### src/rtl/exec_macros.svh
`ifndef EXEC_MACROS_SVH
`define EXEC_MACROS_SVH

// RV32 datapath and address width
`define XLEN 32

// Register index, x0..x31
`define REG_ADDR_W 5

// Link increment for JAL and JALR
`define PC_STEP 4

`endif
### src/rtl/execPkg.sv
`include "exec_macros.svh"

package execPkg;

    // ALU operation, encoded as {funct7[5], funct3} of the R-type
    typedef enum logic [3:0] {
        ADD  = 4'b0000,
        SUB  = 4'b1000,
        SLL  = 4'b0001,
        SLT  = 4'b0010,
        SLTU = 4'b0011,
        XOR  = 4'b0100,
        SRL  = 4'b0101,
        SRA  = 4'b1101,
        OR   = 4'b0110,
        AND  = 4'b0111
    } aluOpE;

    // Operand class from decode, 3'b110 unused
    typedef enum logic [2:0] {
        LOADSTORE = 3'b000,
        BRANCH    = 3'b001,
        ARITH     = 3'b010,
        JAL       = 3'b011,
        LUI       = 3'b100,
        AUIPC     = 3'b101,
        JALR      = 3'b111
    } opClassE;

    // Branch condition, same as funct3 of the B-type
    typedef enum logic [2:0] {
        BEQ  = 3'b000,
        BNE  = 3'b001,
        BLT  = 3'b100,
        BGE  = 3'b101,
        BLTU = 3'b110,
        BGEU = 3'b111
    } brCondE;

    // Bits carried untouched toward memory and writeback
    typedef struct packed {
        logic                   memWrite;
        logic                   memRead;
        logic                   regWrite;
        logic [`REG_ADDR_W-1:0] regDest;
        logic                   memToReg;
    } ctrlT;

    // One decoded instruction as it leaves decode
    typedef struct packed {
        logic [`XLEN-1:0] rs1Value;
        logic [`XLEN-1:0] rs2Value;
        logic [`XLEN-1:0] imm;
        logic [`XLEN-1:0] pc;
        opClassE          opClass;
        aluOpE            aluOp;      // Only honoured for ARITH
        logic             aluSrcImm;  // ARITH only, imm replaces rs2 as B
        brCondE           brCond;
        ctrlT             ctrl;
    } issueT;

    // Stage output toward the memory stage
    typedef struct packed {
        logic [`XLEN-1:0] result;
        logic [`XLEN-1:0] storeData;
        ctrlT             ctrl;
        logic             redirect;   // Fetch must restart at target
        logic [`XLEN-1:0] target;
    } exOutT;

endpackage

### src/rtl/operandSelect.sv
`timescale 1ns/100ps
`include "exec_macros.svh"

module operandSelect (
    input  execPkg::issueT   instr,
    output logic [`XLEN-1:0] opA,
    output logic [`XLEN-1:0] opB,
    output execPkg::aluOpE   op
);
    import execPkg::*;

    always_comb
    begin
        // Defaults keep the block latch free
        opA = '0;
        opB = '0;
        op  = ADD;      // Address, upper-imm and link math are all adds

        case (instr.opClass)
            LOADSTORE:
            begin
                opA = instr.rs1Value;   // Effective address rs1 + imm
                opB = instr.imm;
            end
            BRANCH:
            begin
                // Result unused, branchUnit decides
                opA = instr.rs1Value;
                opB = instr.rs2Value;
            end
            ARITH:
            begin
                opA = instr.rs1Value;
                opB = instr.aluSrcImm ? instr.imm : instr.rs2Value; // I-type vs R-type
                op  = instr.aluOp;      // Only class that keeps its own op
            end
            LUI:
            begin
                opA = '0;               // Zero plus upper immediate
                opB = instr.imm;
            end
            AUIPC:
            begin
                opA = instr.pc;
                opB = instr.imm;
            end
            JAL, JALR:
            begin
                // Link address pc + 4 goes to rd
                opA = instr.pc;
                opB = `XLEN'(`PC_STEP);
            end
            default:
            begin
                opA = '0;               // Unused class code, harmless add
                opB = '0;
            end
        endcase
    end

endmodule

### config.mk
export PLATFORM = sky130hd
export DESIGN_NAME = operandSelect
export DESIGN_NICKNAME = d
export VERILOG_FILES = /design/src/rtl/execPkg.sv /design/src/rtl/operandSelect.sv
export VERILOG_INCLUDE_DIRS = /design/src /design/src/rtl
export SDC_FILE = /design/constraint.sdc
export NUM_CORES = 1
export LEC_CHECK = 0
export BUFFER_PORTS_ARGS = -buffer_cell sky130_fd_sc_hd__buf_2
export CORE_AREA = 2 2 85 87
export DETAILED_ROUTE_END_ITERATION = 6
export DIE_AREA = 0 0 87 89
export PLACE_DENSITY = 0.64
export SLEW_MARGIN = 20
export SYNTH_ARGS = -nofsm -noshare
export SYNTH_HDL_FRONTEND = slang
export SYNTH_SLANG_ARGS = --single-unit
### constraint.sdc
create_clock -name vclk -period 2.1
set_input_delay 0.42 -clock vclk [all_inputs]
set_output_delay 0.42 -clock vclk [all_outputs]
set_load 0.05 [all_outputs]
**Word level (Yosys, flattened, before mapping)**

Index checks and enable logic that the tools add are counted.

- Eq/ne operators: 6
- Multiplexer cells: 4
- Reduce and logical (&&, ||, !) cells: 5

Operators with widths:

| kind | number |
|---|---|
| $pmux 32 s4 | 1 |
| $pmux 32 s2 | 1 |
| $mux 32 | 1 |
| $eq 3x3->1 const B | 3 |
| $reduce_or 3->1 | 3 |
| $eq 3x2->1 const B | 2 |
| $mux 4 | 1 |
| $eq 3x1->1 const B | 1 |
| $logic_not 3->1 | 1 |
| $reduce_or 2->1 | 1 |

- Register bits after elaboration: 0
- Input port bits: 148
- Output and inout port bits: 68
- Word-level logic and storage cells: 15

**Depth between registers and ports, before layout**

Gate-level depths: netlist of run 1.

- Word-level depth: 3
- Gate-level depth with buffers: 5
- Gate-level depth less buffers: 3

**Worst setup path after synthesis of run 1**

Ideal clock, no wire load.

- Kind: input to output
- Start point: in instr[19] (netlist name)
- End point: out opB[31]
- Arrival time: 1.846 ns
- Data required time: 1.680 ns
- Slack: -0.166 ns
- Cell stages on the path: 2
- Path buffers: 0
- Cells stage by stage: or2_2 o21ai_0

- Longest elaborated chain between the ends: 3
- Elaborated cells on any way between the ends: 10

RTL lines:

| what | RTL line | RTL |
|---|---|---|
| start, declared | operandSelect.sv:5 | `input execPkg::issueT instr,` |
| $eq 3x3->1 (tied with other cells) | operandSelect.sv:19 | `case (instr.opClass)` |
| $reduce_or 3->1 (no source line) / $reduce_or 2->1 (equally long branches) | -- |  |
| $pmux 32 s4 (*) | operandSelect.sv:19 |  |
| end, declared | operandSelect.sv:7 | `` output logic [`XLEN-1:0] opB, `` |

Mark *: on every way between the ends. The rest lies on a longest branch, timed or not.

**Final worst setup path of run 1**

Same ends and word-level chain as after synthesis.

==> results of run 1 <==
==> report_power, final <==
group / internal [mW] / switching [mW] / total [mW]
sequential: 0 / 0 / 0
combinational: 0.307 / 0.649 / 0.956
clock: 0 / 0 / 0
total: 0.307 / 0.649 / 0.956
==> what timing repair did <==
item | CTS | global route
gates resized for setup | 1 | 2
pin swaps | 0 | 0
gates cloned | 0 | 0
setup buffers | 0 | 0
setup endpoints to repair | 2 | 2
==> Yosys cell counts (all sizes together) <==
library cell and number:
nor2b 33, a22o 32, o21ai 32, a22oi 31, a32oi 31, buf 19, clkbuf 10, and2 4
a21oi 2, inv 2, and2b 1, and3b 1, nand2 1, nand2b 1, nor3 1, o211ai 1
o21a 1, or2 1
==> final timing paths <==
path / start / depth (start not counted) / slack (ps) / to
max: instr[19] / 5 / 100 / opB[31]
min: instr[14] / 3 / 1250 / op[1]
==> stage by stage <==
step	area (um2)	utilization [%]
after detailed placement	2520	37.5
after global placement	2520	37.5
after global routing	2520	37.6
after CTS	2520	37.5
after floorplan	1520	-
final	2520	37.6
==> layer usage <==
metal / global-route usage (%) / up-vias
li1: - / 1215
met1: 19.2 / 1174
met2: 30.7 / 132
met3: 2.12 / 2
met4: 2.56 / 0
met5: 0 / -
==> area by class of cell <==
cell class / instances / area (um2) / share of cell area, %
well taps: 80 / 100 / 3.96
multi-input cells: 173 / 1270 / 50.1
inverters: 2 / 7.51 / 0.297
repair buffers: 214 / 1150 / 45.6
==> cell families (layout without fill, tap and decap cells) <==
kind of cell,Yosys count,count (layout),share of synthesized area (%)
AO/OA/AOI/OAI,130,130,64.6
buffers and inverters,31,216,17.0
AND/OR/NAND/NOR,43,43,18.5
==> reports/qor.yml, run 1 <==
postRouteAntennaNets: 0
max_slew_margin_pct: 75.4
cp.arrival_ps: 1580
crit_top_cell: "buf_2"
wl_met2_um: 3530
fp.dieW_um: 87
vias: 2523
fillCellCount: 710
hp-class: "in -> out"
yosys.area.top_type: "a22o_1"
area_growth_pct: 66.2
cellLeakagePower_nw: 1.30
drt-pass1-iter-count: 5
postLayoutSetupSlackWorst_ps: 98.3
hpwl_um: 5380
grt_max_degree: 33
peakVddDrop_mv: 0.194
nNetsFinal: 539
cp_slowest_cell: "nand2b_4"
critPathLaunchType: "primary input"
synth_area_leaders: "a22o_1, a32oi_1, a22oi_1"
wl_met1_um: 2750
pre_cts_ws_ps: -13.9
wl_um: 6830
cellPowerDensity_nw_per_um2: 379
portBuffers: 204
ys.warnings.count: 0
path_cells: "buf_2 > nand2b_4 > a32oi_1 > o21ai_1 > buf_2"
grt_pass1_wl_um: 10500
holdWs_ps: 1250
grt.overflow.total: 0
antenna_found_initial: 0
drc_errors: 0
min_period_over_period_pct: 95.3
numSequentialCells: 0
syn_inst: 204
cpPeakStageDelay_ps: 390
syn_nets: 352
path_class: "in -> out"
clock.fmax_ghz: 0.500
wl_per_cell_um: 14.6
synth_area_um2: 1520
outcome: "finished clean"
crit_path_max_fanout: 32
rsz0062_at_grt: "no"
final-max-slew-violation-count: 0
dp.cells: 469
worst-path-buf-inv: 2
end_kind: "primary output"
wl_met3_um: 537
final_common_cell: "buf_2"
stdcell_count: 469
path_delay_family: "buffers and inverters"
crit_required_ps: 1680
syn_area_per_cell_um2: 7.45
drt-initial-drc-count: 117
routed_via_density: 5.38
synthDominantCellAreaShare_pct: 18.5
layout-drive-gt1-share_pct: 56.8
grt_pass1_vias: 2391
gp_congestion: 0.792
n_antenna_cell: 0
ys_seq_area_share_pct: 0
start_util_pct: 22.6
final-setup-viol-count: 0
clkbuf_count: 0
worst_pin_slew_ps: 369
top_layer: "met4"
register_area_um2: 0
ys_types: 23
coreArea_um2: 6720
fin_crit_ps: 2000
ctsHoldBuffers: 0
ios: 216
final_cell_mix: "buf_2, nor2b_1, a22o_1"
total_power_mw: 0.956
die_area_um2: 7740
grt_usage_pct: 16.0
fin_tns_setup_ps: 0
finalHoldViolCount: 0
drv_cap: 0
dieHeight_um: 89
num_rows: 30
Note: power is estimated with default switching activity, not from simulation.
==> inputs of run 2 (changes only) <==
==> constraint.sdc (replaced) <==
create_clock -name vclk -period 2.1
set_input_delay 0.42 -clock vclk [all_inputs]
set_output_delay 0.42 -clock vclk [all_outputs]
set_load 0.02 [all_outputs]
==> run 2 against run 1 <==
Compared with the run above: via count decreased by 0.24%; setup slack got worse by 47 ps; first-iteration DRC count fell by 16%; maximum frequency down 2.3%; highest routed layer is now met3; combinational power fell by 27%; cell area decreased by 1.1%; routed wire length is 2.7% higher; critical path type unchanged.
==> reports/qor.yml, run 2 (synthesis results as in run 1) <==
outcome: "finished clean"
hp-class: "in -> out"
grt.met1_usage_pct: 19.2  # -0.055 points
cellLeakagePower_nw: 1.29  # -0.81%
path_class: "in -> out"
numSequentialCells: 0  # unchanged
cts_setup_buffers: 0  # unchanged
fin_crit_ps: 2050  # +46.6 ps
final-max-slew-violation-count: 0  # unchanged
drc_errors: 0  # unchanged
grt_most_used_layer: "met2"
cp.arrival_ps: 1630  # +50 ps
vias: 2517  # -0.24%
num_rows: 30  # unchanged
dp.cells: 468  # -0.21%
max_slew_margin_pct: 60.0  # -15 points
clock.fmax_ghz: 0.488  # -2.3%
wl_um: 7010  # +2.7%
grt_pass1_vias: 2395  # +0.17%
grt.overflow.total: 0  # unchanged
grt_usage_pct: 16.1  # +0.077 points
wl_per_cell_um: 15.0  # +2.9%
end_kind: "primary output"
finalHoldViolCount: 0  # unchanged
fillCellCount: 715  # +0.70%
crit_path_max_fanout: 31  # -3.1%
antenna_found_initial: 0  # unchanged
drt-pass1-iter-count: 5  # unchanged
final_cell_mix: "buf_2, nor2b_1, a22o_1, a22oi_1, a32oi_1"
worst_pin_slew_ps: 600  # +232 ps
rsz0062_at_grt: "no"
coreArea_um2: 6720  # unchanged
gr-usage-met2_pct: 31.8  # +1.0 points
register_area_um2: 0  # unchanged
fin_tns_setup_ps: 0  # unchanged
ctsHoldBuffers: 0  # unchanged
gp_congestion: 0.739  # -6.8%
dieHeight_um: 89  # unchanged
design_area_um2: 2500  # -1.1%
final_util_pct: 37.2  # -0.41 points
dpl_cell_area_um2: 2500  # -0.79%
ios: 216  # unchanged
peakVddDrop_mv: 0.156  # -20%
final_common_cell: "buf_2"
start_util_pct: 22.6  # unchanged
grt_max_degree: 34  # +3.0%
hpwl_um: 5320  # -1.2%
crit_required_ps: 1680  # about the same
stdcell_count: 468  # -0.21%
nNetsFinal: 538  # -0.19%
routed_via_density: 5.38  # about the same
cts_resized: 0  # -1
drt-initial-drc-count: 98  # -16%
final-setup-viol-count: 0  # unchanged
use_met3_pct: 2.22  # +0.092 points
fp.dieW_um: 87  # unchanged
postRouteAntennaNets: 0  # unchanged
grt_pass1_wl_um: 10700  # +1.2%
n_antenna_cell: 0  # unchanged
die_area_um2: 7740  # unchanged
cellPowerDensity_nw_per_um2: 278  # -26%
clkbuf_count: 0  # unchanged
holdWs_ps: 1160  # -93.2 ps
min_period_over_period_pct: 97.5  # +2.2 points
drv_cap: 0  # unchanged
layout-drive-gt1-share_pct: 56.7  # -0.11 points
area_growth_pct: 64.4
portBuffers: 204  # unchanged
critPathLaunchType: "primary input"
run 2: cell count changes in the layout (fill, tap and decap cells not counted):
cell      previous run  this run
or2_4                1         0
or2_2                0         1
clkbuf_4             2         0
buf_12               4         3
o21ai_1             31        30
buf_2              202       204
o21ai_0              1         2
run 2: cell type report:
cell class | count | area (um2) | area share, %
timing repair buffer | 213 | 1130 | 45.1
inverter | 2 | 7.51 | 0.301
multi-input combinational | 173 | 1260 | 50.6
tap | 80 | 100 | 4.01
run 2: metrics by stage:
step / worst slack [ps] / power, mW
after floorplan: 429 / 0.422
after global placement: 117 / 0.681
after detailed placement: 65.0 / 0.693
after CTS: 70.0 / 0.695
after global routing: 27.3 / 0.752
final: 51.7 / 0.695
run 2: metal layers:
layer / vias up / routed length [um]
met1: 1143 / 2830
met4: 0 / 0
met2: 161 / 3500
li1: 1213 / -
met5: - / 0
met3: 0 / 676
run 2: worst max-delay path, cell delays in order:
cell and delay [ps]:
buf_2 160, or2_2 530, o21ai_0 280, buf_2 210
run 2: where the power goes:
| group | switching [mW] | internal (mW) | total [mW] |
|---|---|---|---|
| clock | 0 | 0 | 0 |
| sequential | 0 | 0 | 0 |
| combinational | 0.395 | 0.300 | 0.695 |
run 2: worst paths after layout:
path	to	start	cells past startpoint	slack [ps]
worst max-delay path	opB[31]	instr[17]	4	50
worst min-delay path	op[0]	instr[13]	3	1160
